### src/common/lsu_fwd_pkg.sv
`default_nettype none

package lsu_fwd_pkg;

   //******************************
   // widths
   //******************************
   localparam int addr_w     = 32;
   localparam int data_w     = 32;
   localparam int nbytes     = data_w/8;            // byte lanes per word
   localparam int byte_off_w = $clog2(nbytes);      // low address bits inside a word

   // address with the byte offset stripped off
   typedef logic [addr_w-byte_off_w-1:0] word_addr_t;

   // one enable per byte lane
   typedef logic [nbytes-1:0] byteen_t;

   //******************************
   // write buffer sizing
   //******************************
   localparam int wbuf_depth = 4;

   typedef logic [$clog2(wbuf_depth)-1:0] wbuf_idx_t;
   typedef logic [$clog2(wbuf_depth):0]   wbuf_cnt_t;   // 0 .. wbuf_depth entries

   // stores sitting in dc3, dc4 and dc5 at most three
   typedef logic [1:0] st_cnt_t;

   //******************************
   // access size
   //******************************
   typedef enum logic [1:0] {
      sz_byte = 2'd0,
      sz_half = 2'd1,
      sz_word = 2'd2
   } access_size_t;

   // byte enables for a naturally aligned access
   // byte and half are placed at the byte offset, a word covers all lanes
   function automatic byteen_t size_byteen(input access_size_t          size,
                                           input logic [byte_off_w-1:0] offset);
      byteen_t base;
      case (size)
         sz_byte: base = byteen_t'(1);
         sz_half: base = byteen_t'(3);
         default: base = '1;
      endcase
      if (size == sz_word) begin
         return '1;
      end
      return base << offset;
   endfunction

endpackage

`default_nettype wire

### src/verilog/store_pipe.sv
`timescale 1ns/1ps
`default_nettype none

module store_pipe
   import lsu_fwd_pkg::*;
(
   input  logic                clk,
   input  logic                rst_n,

   input  logic                req_valid,
   input  logic                req_load,
   input  access_size_t        req_size,
   input  logic [addr_w-1:0]   req_addr,
   input  logic [data_w-1:0]   req_data,

   // store view of each pipe stage, used for forwarding
   output logic                dc3_st_valid,
   output word_addr_t          dc3_word,
   output byteen_t             dc3_byteen,
   output logic [data_w-1:0]   dc3_data,
   output logic                dc4_st_valid,
   output word_addr_t          dc4_word,
   output byteen_t             dc4_byteen,
   output logic [data_w-1:0]   dc4_data,
   output logic                dc5_st_valid,
   output word_addr_t          dc5_word,
   output byteen_t             dc5_byteen,
   output logic [data_w-1:0]   dc5_data,

   // dc5 hand-off into the write buffer
   output logic                st_push,
   output word_addr_t          st_word,
   output byteen_t             st_byteen,
   output logic [data_w-1:0]   st_data,
   output st_cnt_t             stores_in_flight
);

   logic                st_dc2;
   word_addr_t          word_dc2;
   byteen_t             byteen_dc2;
   logic [data_w-1:0]   data_dc2;

   //******************************
   // dc2 decode
   //******************************
   assign st_dc2     = req_valid & ~req_load;
   assign word_dc2   = req_addr[addr_w-1:byte_off_w];
   assign byteen_dc2 = size_byteen(req_size, req_addr[byte_off_w-1:0]);

   // move store bytes into their lanes once, so later stages need no offset
   assign data_dc2   = req_data << {req_addr[byte_off_w-1:0], 3'b000};

   //******************************
   // dc3 .. dc5 stages
   //******************************
   always_ff @(posedge clk) begin
      if (!rst_n) begin
         dc3_st_valid <= 1'b0;
         dc4_st_valid <= 1'b0;
         dc5_st_valid <= 1'b0;
      end else begin
         dc3_st_valid <= st_dc2;         // loads never set the store bit
         dc4_st_valid <= dc3_st_valid;
         dc5_st_valid <= dc4_st_valid;
      end
   end

   // payload only moves when a store enters or is already in flight
   always_ff @(posedge clk) begin
      if (st_dc2) begin
         dc3_word   <= word_dc2;
         dc3_byteen <= byteen_dc2;
         dc3_data   <= data_dc2;
      end
      if (dc3_st_valid) begin
         dc4_word   <= dc3_word;
         dc4_byteen <= dc3_byteen;
         dc4_data   <= dc3_data;
      end
      if (dc4_st_valid) begin
         dc5_word   <= dc4_word;
         dc5_byteen <= dc4_byteen;
         dc5_data   <= dc4_data;
      end
   end

   // dc5 store enters the buffer at the next edge
   assign st_push   = dc5_st_valid;
   assign st_word   = dc5_word;
   assign st_byteen = dc5_byteen;
   assign st_data   = dc5_data;

   // reserved buffer slots for stores not yet pushed
   assign stores_in_flight = {1'b0, dc3_st_valid} +
                             {1'b0, dc4_st_valid} +
                             {1'b0, dc5_st_valid};

endmodule

`default_nettype wire

### src/write_buffer/write_buffer.sv
`timescale 1ns/1ps
`default_nettype none

module write_buffer
   import lsu_fwd_pkg::*;
(
   input  logic                                  clk,
   input  logic                                  rst_n,

   // store from dc5
   input  logic                                  st_push,
   input  word_addr_t                            st_word,
   input  byteen_t                               st_byteen,
   input  logic [data_w-1:0]                     st_data,
   input  st_cnt_t                               stores_in_flight,
   input  logic                                  wb_coalescing_disable,

   // entry view for load forwarding
   output logic [wbuf_depth-1:0]                 wb_vld,
   output word_addr_t [wbuf_depth-1:0]           wb_word,
   output byteen_t [wbuf_depth-1:0]              wb_byteen,
   output logic [wbuf_depth-1:0][data_w-1:0]     wb_data,
   output wbuf_idx_t                             wb_youngest,

   output logic                                  wbuf_full,
   output logic                                  wbuf_empty,

   // bus write port
   output logic                                  bus_wr_valid,
   input  logic                                  bus_wr_ready,
   output logic [addr_w-1:0]                     bus_wr_addr,
   output byteen_t                               bus_wr_byteen,
   output logic [data_w-1:0]                     bus_wr_data
);

   wbuf_idx_t           wb_head;       // oldest entry, drives the bus
   wbuf_idx_t           wb_tail;       // next free slot
   wbuf_cnt_t           wb_count;
   logic                wb_drain;
   logic                wb_merge;
   logic                wb_alloc;
   logic [data_w-1:0]   merged_data;

   assign wb_youngest = wb_tail - 1'b1;

   //******************************
   // push decision
   //******************************
   // merge only into an entry that is not about to drain
   assign wb_merge = st_push & ~wb_coalescing_disable &
                     (wb_count >= wbuf_cnt_t'(2)) &
                     (wb_word[wb_youngest] == st_word);
   assign wb_alloc = st_push & ~wb_merge;

   // newer bytes win, untouched lanes keep the old data
   always_comb begin
      merged_data = wb_data[wb_youngest];
      for (int b = 0; b < nbytes; b++) begin
         if (st_byteen[b]) begin
            merged_data[8*b +: 8] = st_data[8*b +: 8];
         end
      end
   end

   //******************************
   // pointers and valid bits
   //******************************
   assign wb_drain = bus_wr_valid & bus_wr_ready;

   always_ff @(posedge clk) begin
      if (!rst_n) begin
         wb_head  <= '0;
         wb_tail  <= '0;
         wb_count <= '0;
         wb_vld   <= '0;
      end else begin
         if (wb_drain) begin
            wb_vld[wb_head] <= 1'b0;
            wb_head         <= wb_head + 1'b1;
         end
         if (wb_alloc) begin
            wb_vld[wb_tail] <= 1'b1;
            wb_tail         <= wb_tail + 1'b1;
         end
         wb_count <= wb_count + wbuf_cnt_t'(wb_alloc) - wbuf_cnt_t'(wb_drain);
      end
   end

   // entry payload
   always_ff @(posedge clk) begin
      if (wb_alloc) begin
         wb_word[wb_tail]   <= st_word;
         wb_byteen[wb_tail] <= st_byteen;
         wb_data[wb_tail]   <= st_data;
      end else if (wb_merge) begin
         wb_byteen[wb_youngest] <= wb_byteen[wb_youngest] | st_byteen;
         wb_data[wb_youngest]   <= merged_data;
      end
   end

   //******************************
   // status and bus drain
   //******************************
   // in-flight stores already own a slot, so dc2 never overruns the buffer
   assign wbuf_full  = (wb_count + wbuf_cnt_t'(stores_in_flight)) >= wbuf_cnt_t'(wbuf_depth);
   assign wbuf_empty = (wb_count == '0);

   assign bus_wr_valid  = wb_vld[wb_head];   // held until ready
   assign bus_wr_addr   = {wb_word[wb_head], {byte_off_w{1'b0}}};
   assign bus_wr_byteen = wb_byteen[wb_head];
   assign bus_wr_data   = wb_data[wb_head];

endmodule

`default_nettype wire

### src/verilog/ld_forward.sv
`timescale 1ns/1ps
`default_nettype none

module ld_forward
   import lsu_fwd_pkg::*;
(
   input  logic                                  clk,
   input  logic                                  rst_n,

   input  logic                                  req_valid,
   input  logic                                  req_load,
   input  access_size_t                          req_size,
   input  logic [addr_w-1:0]                     req_addr,
   input  logic [data_w-1:0]                     bus_rdata,

   // older stores still in the pipe
   input  logic                                  dc3_st_valid,
   input  word_addr_t                            dc3_word,
   input  byteen_t                               dc3_byteen,
   input  logic [data_w-1:0]                     dc3_data,
   input  logic                                  dc4_st_valid,
   input  word_addr_t                            dc4_word,
   input  byteen_t                               dc4_byteen,
   input  logic [data_w-1:0]                     dc4_data,
   input  logic                                  dc5_st_valid,
   input  word_addr_t                            dc5_word,
   input  byteen_t                               dc5_byteen,
   input  logic [data_w-1:0]                     dc5_data,

   // write buffer contents
   input  logic [wbuf_depth-1:0]                 wb_vld,
   input  word_addr_t [wbuf_depth-1:0]           wb_word,
   input  byteen_t [wbuf_depth-1:0]              wb_byteen,
   input  logic [wbuf_depth-1:0][data_w-1:0]     wb_data,
   input  wbuf_idx_t                             wb_youngest,

   output logic                                  ld_valid,
   output logic [data_w-1:0]                     ld_data,
   output logic                                  ld_full_hit
);

   logic                ld_req;
   word_addr_t          ld_word;
   byteen_t             ld_byteen;
   byteen_t             dc3_hit, dc4_hit, dc5_hit;
   byteen_t             byte_hit;
   wbuf_idx_t           wb_idx;
   logic [data_w-1:0]   fwd_word;
   logic [data_w-1:0]   shifted;
   logic [data_w-1:0]   extended;
   logic                full_hit;

   assign ld_req    = req_valid & req_load;
   assign ld_word   = req_addr[addr_w-1:byte_off_w];
   assign ld_byteen = size_byteen(req_size, req_addr[byte_off_w-1:0]);

   // per-lane hits against the pipe stages
   assign dc3_hit = {nbytes{dc3_st_valid & (dc3_word == ld_word)}} & dc3_byteen;
   assign dc4_hit = {nbytes{dc4_st_valid & (dc4_word == ld_word)}} & dc4_byteen;
   assign dc5_hit = {nbytes{dc5_st_valid & (dc5_word == ld_word)}} & dc5_byteen;

   //******************************
   // byte select
   //******************************
   // walk from the oldest source to the youngest, later hits overwrite
   always_comb begin
      fwd_word = bus_rdata;                  // default when nothing covers the lane
      byte_hit = '0;
      wb_idx   = wb_youngest;
      for (int b = 0; b < nbytes; b++) begin
         for (int k = wbuf_depth-1; k >= 0; k--) begin
            wb_idx = wb_youngest - wbuf_idx_t'(k);
            if (wb_vld[wb_idx] && (wb_word[wb_idx] == ld_word) && wb_byteen[wb_idx][b]) begin
               fwd_word[8*b +: 8] = wb_data[wb_idx][8*b +: 8];
               byte_hit[b]        = 1'b1;
            end
         end
         if (dc5_hit[b]) begin
            fwd_word[8*b +: 8] = dc5_data[8*b +: 8];
            byte_hit[b]        = 1'b1;
         end
         if (dc4_hit[b]) begin
            fwd_word[8*b +: 8] = dc4_data[8*b +: 8];
            byte_hit[b]        = 1'b1;
         end
         if (dc3_hit[b]) begin                // youngest older store
            fwd_word[8*b +: 8] = dc3_data[8*b +: 8];
            byte_hit[b]        = 1'b1;
         end
      end
   end

   //******************************
   // align and extend
   //******************************
   assign shifted = fwd_word >> {req_addr[byte_off_w-1:0], 3'b000};

   always_comb begin
      case (req_size)
         sz_byte: extended = {{(data_w-8){1'b0}}, shifted[7:0]};
         sz_half: extended = {{(data_w-16){1'b0}}, shifted[15:0]};
         default: extended = shifted;
      endcase
   end

   assign full_hit = ld_req & ((byte_hit & ld_byteen) == ld_byteen);

   // dc3 result registers
   always_ff @(posedge clk) begin
      if (!rst_n) begin
         ld_valid <= 1'b0;
      end else begin
         ld_valid <= ld_req;
      end
   end

   always_ff @(posedge clk) begin
      ld_data     <= extended;
      ld_full_hit <= full_hit;
   end

endmodule

`default_nettype wire

### src/verilog/lsu_bus_intf.sv
`timescale 1ns/1ps
`default_nettype none

module lsu_bus_intf
   import lsu_fwd_pkg::*;
(
   input  logic                clk,
   input  logic                rst_n,

   // dc2 request
   input  logic                req_valid,
   input  logic                req_load,
   input  access_size_t        req_size,
   input  logic [addr_w-1:0]   req_addr,
   input  logic [data_w-1:0]   req_data,
   input  logic [data_w-1:0]   bus_rdata,        // sampled with the request

   input  logic                wb_coalescing_disable,

   // bus write port
   output logic                bus_wr_valid,
   input  logic                bus_wr_ready,
   output logic [addr_w-1:0]   bus_wr_addr,
   output byteen_t             bus_wr_byteen,
   output logic [data_w-1:0]   bus_wr_data,

   // dc3 load result
   output logic                ld_valid,
   output logic [data_w-1:0]   ld_data,
   output logic                ld_full_hit,

   output logic                wbuf_full,
   output logic                wbuf_empty
);

   // pipe stage stores
   logic                dc3_st_valid, dc4_st_valid, dc5_st_valid;
   word_addr_t          dc3_word, dc4_word, dc5_word;
   byteen_t             dc3_byteen, dc4_byteen, dc5_byteen;
   logic [data_w-1:0]   dc3_data, dc4_data, dc5_data;

   // dc5 to buffer
   logic                st_push;
   word_addr_t          st_word;
   byteen_t             st_byteen;
   logic [data_w-1:0]   st_data;
   st_cnt_t             stores_in_flight;

   // buffer entries
   logic [wbuf_depth-1:0]               wb_vld;
   word_addr_t [wbuf_depth-1:0]         wb_word;
   byteen_t [wbuf_depth-1:0]            wb_byteen;
   logic [wbuf_depth-1:0][data_w-1:0]   wb_data;
   wbuf_idx_t                           wb_youngest;

   store_pipe   u_store_pipe   (.*);
   write_buffer u_write_buffer (.*);
   ld_forward   u_ld_forward   (.*);

endmodule

`default_nettype wire

### config.mk
export PLATFORM = sky130hd
export DESIGN_NAME = lsu_bus_intf
export DESIGN_NICKNAME = d
export VERILOG_FILES = /design/src/common/lsu_fwd_pkg.sv /design/src/verilog/store_pipe.sv /design/src/write_buffer/write_buffer.sv /design/src/verilog/ld_forward.sv /design/src/verilog/lsu_bus_intf.sv
export SDC_FILE = /design/constraint.sdc
export NUM_CORES = 1
export LEC_CHECK = 0
export BUFFER_PORTS_ARGS = -buffer_cell sky130_fd_sc_hd__buf_2
export CAP_MARGIN = 10
export CORE_ASPECT_RATIO = 1.2
export CORE_MARGIN = 3
export CORE_UTILIZATION = 45
export DETAILED_ROUTE_END_ITERATION = 8
export PLACE_DENSITY = 0.72
export SKIP_CTS_REPAIR_TIMING = 1
export SLEW_MARGIN = 30
export SYNTH_ARGS = -nofsm -noshare
export SYNTH_HDL_FRONTEND = slang
export SYNTH_SLANG_ARGS = --single-unit
### constraint.sdc
create_clock -name clk -period 14.6 [get_ports clk]
set_clock_uncertainty 0.15 [all_clocks]
set_input_delay 2.19 -clock clk [delete_from_list [all_inputs] [get_ports clk]]
set_output_delay 2.19 -clock clk [all_outputs]
set_load 0.01 [all_outputs]
# Word level (Yosys, flattened, before mapping)
# Index checks and enable logic that the tools add are counted.
# W data, S select, Z words.
# classes
n_addsub,11
n_lt_le_gt_ge,11
eq_ne,11
n_shift,3
n_mux,131
bitwise,22
n_reduce_logical,26
# ops
operator,n
$bmux W32 S2,5
$bmux W30 S2,5
$bwmux W128,2
$mux W128,2
$mux W8,32
$eq A30 B30 Y1,8
$mux W32,7
$mux W30,6
$demux W32 S2,2
$bwmux W120,1
$pmux W32 S2,1
$demux W30 S2,1
$mux W4,12
$bmux W4 S2,5
$mux W1,36
$bwmux W16,2
$mux W16,2
$shl A32 B5 Y32,1
$shr A32 B5 Y32,1
$logic_and A1 B1 Y1,23
$and A4 B4 Y4,5
$lt A2 B3 Y1 const B,6
$demux W4 S2,2
$and A1 B1 Y1,11
other kinds (24),37
# word_totals
ff_bits,510
inputBits,104
output_inout_bits,105
elab_cells,246

# Longest topological paths before layout
# depth
ltp_word,17
ltp_mapped,27

# Cells and area by module
# Synthesis repeated with hierarchy kept, for this count alone.
# unflattened
hier_cells,3060
area_unflattened_um2,35616.7
# by_module_without_submodules
module,instances,cells_per_inst,area_each_um2,seq_area_each_um2
write_buffer,1,842,14605.3,8147.8
ld_forward,1,1871,13877.1,680.7
store_pipe,1,347,7134.3,6005.8

# Worst setup path before layout
# No wires, ideal clock.
# synth_path
path_kind,register to register
from,register u_write_buffer.wb_tail[0]
to,"register u_write_buffer.wb_byteen[10] in the netlist's numbering, enable pin"
arrival_ns,7.143
required_ns,14.013
path_slack_ns,6.870
stages_incl_launch_ff,26
synth_period_minus_slack_ns,7.730
cell_sequence,dfxtp_1 -> buf_6 -> buf_12 -> buf_12 -> buf_6 -> buf_6 -> inv_2 -> buf_2 -> buf_2 -> buf_2 -> buf_2 -> ha_1 -> buf_2 -> inv_2 -> buf_1 -> buf_2 -> mux2i_1 -> xnor2_1 -> nand4_1 -> nor4_1 -> a21oi_1 -> clkbuf_1 -> and2_1 -> clkbuf_1 -> clkbuf_1 -> o21bai_1
# synth_between
elab_chain_cells,8
# synth_lines
element,line,rtl
"start, declared",write_buffer.sv:37,wbuf_idx_t wb_tail;
"start signal, assigned",write_buffer.sv:83,wb_tail <= wb_tail + 1'b1;
$sub A2 B1 Y2,write_buffer.sv:44,assign wb_youngest = wb_tail - 1'b1;
via u_ld_forward.wb_idx[0],ld_forward.sv:47,wbuf_idx_t wb_idx;
$bmux W30 S2,write_buffer.sv:52,(wb_word[wb_youngest] == st_word);
$mux W30 (not written as such),write_buffer.sv:52,
$eq A30 B30 Y1,write_buffer.sv:52,
$and A1 B1 Y1,write_buffer.sv:51,(wb_count >= wbuf_cnt_t'(2)) &
$not A1 Y1,write_buffer.sv:53,assign wb_alloc = st_push & ~wb_merge;
$and A1 B1 Y1,write_buffer.sv:53,
via u_write_buffer.wb_alloc,write_buffer.sv:41,logic wb_alloc;
$reduce_bool A2 Y1 (no source line),n/a,
"end signal, assigned by index",write_buffer.sv:93,wb_byteen[wb_tail] <= st_byteen;
"end signal, assigned by index",write_buffer.sv:96,wb_byteen[wb_youngest] <= wb_byteen[wb_youngest] | st_byteen;
"end, declared",write_buffer.sv:21,"output byteen_t [wbuf_depth-1:0] wb_byteen,"
# The timed path passes the listed nets, and every way through them passes these cells. The select of a mux whose other input is x is not followed.
# A chain may end at the register's enable or synchronous reset.

# Worst setup path after layout
# layout_path
from,register u_write_buffer.wb_tail[0]
to,register u_ld_forward.ld_data[21]
# layout_between
elab_chain_cells,16
# layout_lines
element,line,rtl
$sub A2 B1 Y2 *,write_buffer.sv:44,
$sub A2 B2 Y2,ld_forward.sv:72,wb_idx = wb_youngest - wbuf_idx_t'(k);
$bmux W30 S2,ld_forward.sv:73,if (wb_vld[wb_idx] && (wb_word[wb_idx] == ld_word) && wb_byteen[wb_idx][b]) begin
$mux W30 (not written as such),ld_forward.sv:73,
$eq A30 B30 Y1,ld_forward.sv:73,
$logic_and A1 B1 Y1 (2 in a row),ld_forward.sv:73,
$mux W8 (4 in a row),ld_forward.sv:73,
$mux W8,ld_forward.sv:78,if (dc5_hit[b]) begin
$mux W8,ld_forward.sv:82,if (dc4_hit[b]) begin
$mux W8,ld_forward.sv:86,if (dc3_hit[b]) begin
$shr A32 B5 Y32 *,ld_forward.sv:96,"assign shifted = fwd_word >> {req_addr[byte_off_w-1:0], 3'b000};"
$pmux W32 S2 *,ld_forward.sv:99,case (req_size)
"end signal, assigned",ld_forward.sv:118,ld_data <= extended;
"end, declared",ld_forward.sv:38,"output logic [data_w-1:0] ld_data,"
# Mark *: on every way between the ends. The rest lies on a longest branch, timed or not. The select of a mux whose other input is x is not followed.

==> results.cfg <==
[outcome]
status = complete, no violations

[grt]
first_global_vias = 25500
grt_util_all_layers_pct = 31.88
grt_pass1_wl_mm = 177.7
antenna_found_initial = 3
gr-total-overflow = 0
grt_max_degree = 141

[setup_path]
path_max_fanout = 140
cp_data_required_time_ns = 14.97
crit_type = flip-flop to flip-flop
timing.rr.end = u_ld_forward.ld_data[21]
r2r_setup_slack_ns = 7.27
r2r-start = u_write_buffer.wb_tail[0]
crit_arrival_ns = 7.71
crit_path_start_kind = flip-flop
crit_path_end_kind = flip-flop
reg2regPathDepth = 13

[clock_network]
clkSinkCount = 510
clk_latency_ns = 0.65
clockBufferDepth = 3
clock-root-buffer = clkbuf_16
cts_inserted_buffers = 53
cts_tree = done
htreeDepth = 2
cts.clk_slew.worst_paths_ns = 0.07

[timing]
max-slew-margin-rel_pct = 30.75
worstMarginPinSlew_ns = 1.029
finalSetupViolations = 0
post-route-period-util_pct = 50.23
rsz0062_at_grt = no
max_freq_ghz = 0.1364
fin_setup_tns_ns = 0
hold_viol = 0
hold_ws_ns = 0.2898
layout_min_cycle_time_ns = 7.333
drv_slew = 0

[floorplanning]
dieHeight_um = 301.8
io_pins = 209
coreArea_mm2 = 0.07162
fp.dieW_um = 252.5
fp-row-count = 107
die_area_mm2 = 0.07619
start_util_pct = 45.80

[layout]
fill_cells = 6276
multi_input_area_mm2 = 0.01695
seqCellArea_mm2 = 0.01485
drive_gt1_share_pct = 20.79
layout.nets = 3034
layout-area-overhead-vs-synth_pct = 11.15

[logic_synthesis]
synth.cell_area_mm2 = 0.03281
avgSynthCellArea_um2 = 11.59
async_reset_ff_share_pct = 0
synth_edf_count = 462
ys_seq_area_share_pct = 45.22
ys_warn_count = 0
synth_cells = 2831
synthFlopType = edfxtp_1
synth_cell_types = 105
yosys_register_bits = 510

[placement]
place.gp.congestion = 1.013
dp_hpwl_mm = 88.23
io_buffers = 206

[power_and_ir_drop]
p_leak_nw = 12.19
share_seq_of_total_power_pct = 47.1
p_int_w = 0.002666
power_density_mw_per_mm2 = 96.10
power_switching_w = 0.0008382
pwr-share-clk_pct = 44.5
ir_drop_uv = 82.63
swShare_pct = 23.92
pwr-share-comb_pct = 8.4

[route]
drc = 0
vias = 26770
post_drt_wl_per_cell_um = 31.81
firstDrtPassIters = 6
drtAntennaViolNets = 0
vias_per_cell = 6.885
routed_wl_mm = 123.7
drt-initial-drc-count = 3949

[hold_path]
hold_depth = 0
min_path_type = flip-flop to flip-flop
worstHoldStart = u_store_pipe.dc4_data[2]
hold_end = u_store_pipe.dc5_data[2]

[flow_run]
cap_violations = 0
-- Yosys cell counts (24+ instances only) --
cell type / count / area share (%)
mux4_2: 192 / 13
a211oi_1: 24 / 0.55
nor2_1: 131 / 1.5
nor2b_1: 24 / 0.46
a21oi_1: 90 / 1.4
o211ai_1: 31 / 0.71
clkbuf_1: 139 / 1.6
xor2_1: 78 / 2.1
inv_1: 36 / 0.41
and2_1: 35 / 0.67
xnor2_1: 141 / 3.8
nand3_1: 55 / 0.84
nor3_1: 36 / 0.55
mux2_2: 33 / 1.1
buf_2: 27 / 0.41
edfxtp_1: 462 / 42
nand2_1: 294 / 3.4
mux2i_1: 209 / 6.4
dfxtp_1: 48 / 2.9
buf_1: 28 / 0.32
nand4_1: 56 / 1.1
nor4_1: 28 / 0.53
o21ai_0: 238 / 3.6
-- sequential cells by signal, indices dropped and copies added, names as in the netlist --
register                   cells
u_store_pipe.dc5_word         30
u_write_buffer.wb_tail         2
u_ld_forward.ld_valid          1
u_store_pipe.dc5_data         32
u_ld_forward.ld_data          32
u_write_buffer.wb_head         2
u_write_buffer.wb_data       128
u_store_pipe.dc3_st_valid      1
u_write_buffer.wb_word       120
u_store_pipe.dc4_word         30
u_store_pipe.dc4_st_valid      1
u_store_pipe.dc4_data         32
u_ld_forward.ld_full_hit       1
u_write_buffer.wb_vld          4
u_write_buffer.wb_count        3
u_store_pipe.dc3_byteen        4
u_write_buffer.wb_byteen      16
u_store_pipe.dc3_data         32
u_store_pipe.dc5_byteen        4
u_store_pipe.dc5_st_valid      1
u_store_pipe.dc3_word         30
u_store_pipe.dc4_byteen        4
-- how the worst max path moves through the flow --
| stage | startpoint | to | slack, ns |
|---|---|---|---|
| finish | u_write_buffer.wb_tail[0] | u_ld_forward.ld_data[21] | 7.27 |
| floorplan | u_write_buffer.wb_tail[0] | u_write_buffer.wb_byteen[10] | 6.87 |
| global route | u_write_buffer.wb_tail[0] | u_ld_forward.ld_data[4] | 7.07 |
| CTS | u_write_buffer.wb_tail[0] | u_ld_forward.ld_data[21] | 7.45 |
| global placement | u_write_buffer.wb_tail[0] | u_ld_forward.ld_data[4] | 7.25 |
| detailed placement | u_write_buffer.wb_tail[0] | u_ld_forward.ld_data[5] | 7.44 |
-- cells in the final DEF (no fill, tap or decap), types with 10 or more instances in the layout --
| master | count |
|---|---|
| nor2_1 | 131 |
| nand2_1 | 294 |
| and3_1 | 16 |
| nand4_1 | 56 |
| ha_1 | 12 |
| xnor2_1 | 141 |
| buf_4 | 31 |
| o221ai_1 | 14 |
| a21oi_1 | 89 |
| clkinv_2 | 10 |
| mux2i_1 | 209 |
| a31oi_1 | 21 |
| xor2_1 | 78 |
| and4_1 | 11 |
| and2_1 | 31 |
| nand2b_1 | 15 |
| buf_2 | 206 |
| dfxtp_1 | 43 |
| a211o_1 | 12 |
| clkbuf_16 | 53 |
| or4_1 | 10 |
| o31ai_1 | 14 |
| mux4_2 | 192 |
| inv_1 | 36 |
| o21ai_1 | 14 |
| o21ai_0 | 237 |
| o22ai_1 | 20 |
| or3_1 | 10 |
| mux2_2 | 33 |
| o211ai_1 | 31 |
| nand3_1 | 55 |
| bufinv_16 | 15 |
| nor4_1 | 25 |
| o2111ai_1 | 15 |
| nor3_1 | 36 |
| nor2b_1 | 23 |
| a211oi_1 | 24 |
| edfxtp_1 | 462 |
-- cells by family (layout without fill, tap and decap cells) --
logic type	after synthesis	after routing	share of synthesized area [%]
other cells	1	6	0.01143
compound gates	609	609	11.85
flops	510	510	45.22
simple gates	779	779	11.90
mux	444	444	21.09
buf+inv	254	380	3.463
xor+xnor	219	219	5.847
fa+ha+maj	15	15	0.6179
-- metrics by stage --
step / util (%) / worst slack [ns] / total power (W) / cell area, um2 / cells
after floorplan: - / 6.870 / 0.001847 / 32810 / 2832
after CTS: 50.87 / 7.448 / 0.003499 / 36440 / 3884
after global routing: 50.90 / 7.068 / 0.003585 / 36450 / 3884
after global placement: 48.02 / 7.249 / 0.001963 / 34400 / 3785
after detailed placement: 48.10 / 7.438 / 0.001965 / 34450 / 3786
final: 50.91 / 7.267 / 0.003504 / 36460 / 3888
-- power groups by stage --
| stage | Sequential [W] | Combinational (W) | Clock [W] |
|---|---|---|---|
| 6_report | 0.00165 | 0.000294 | 0.00156 |
| 4_1_cts | 0.00165 | 0.000287 | 0.00156 |
| 3_5_place_dp | 0.00168 | 0.000285 | 0 |
| 3_3_place_gp | 0.00168 | 0.000284 | 0 |
| 2_1_floorplan | 0.00167 | 0.000176 | 0 |
| 5_1_grt | 0.00165 | 0.000308 | 0.00163 |
-- per-layer routing --
metal | wire, um | track usage (%) | vias to the layer above
met1 | 43850 | 39.85 | 13180
li1 | - | - | 11140
met4 | 8729 | 17.79 | 4
met5 | 22 | 0 | -
met2 | 57540 | 51.90 | 2020
met3 | 13550 | 6.587 | 421
-- layout make-up --
type	instances	area share (%)
antenna	4	0.02745
clock buffer	60	3.737
clock inverter	38	1.709
inverter	39	0.4083
multi-input combinational	2068	46.49
sequential	510	40.73
tap	926	3.177
timing repair buffer	243	3.720
-- critical path, stage by stage (launching register included) --
cell       delay (ns)
dfxtp_4          0.84
buf_4            0.79
buf_12           0.78
mux2i_1          0.71
nor2_1           0.08
nor4_1           0.57
nand3_1          0.32
a211oi_4         0.76
nand3_1          0.68
o2111ai_1        0.41
o22ai_1          0.14
o31ai_2          0.51
mux2_2           0.26
nor2_1           0.04
(Power assumes the default switching activity.)
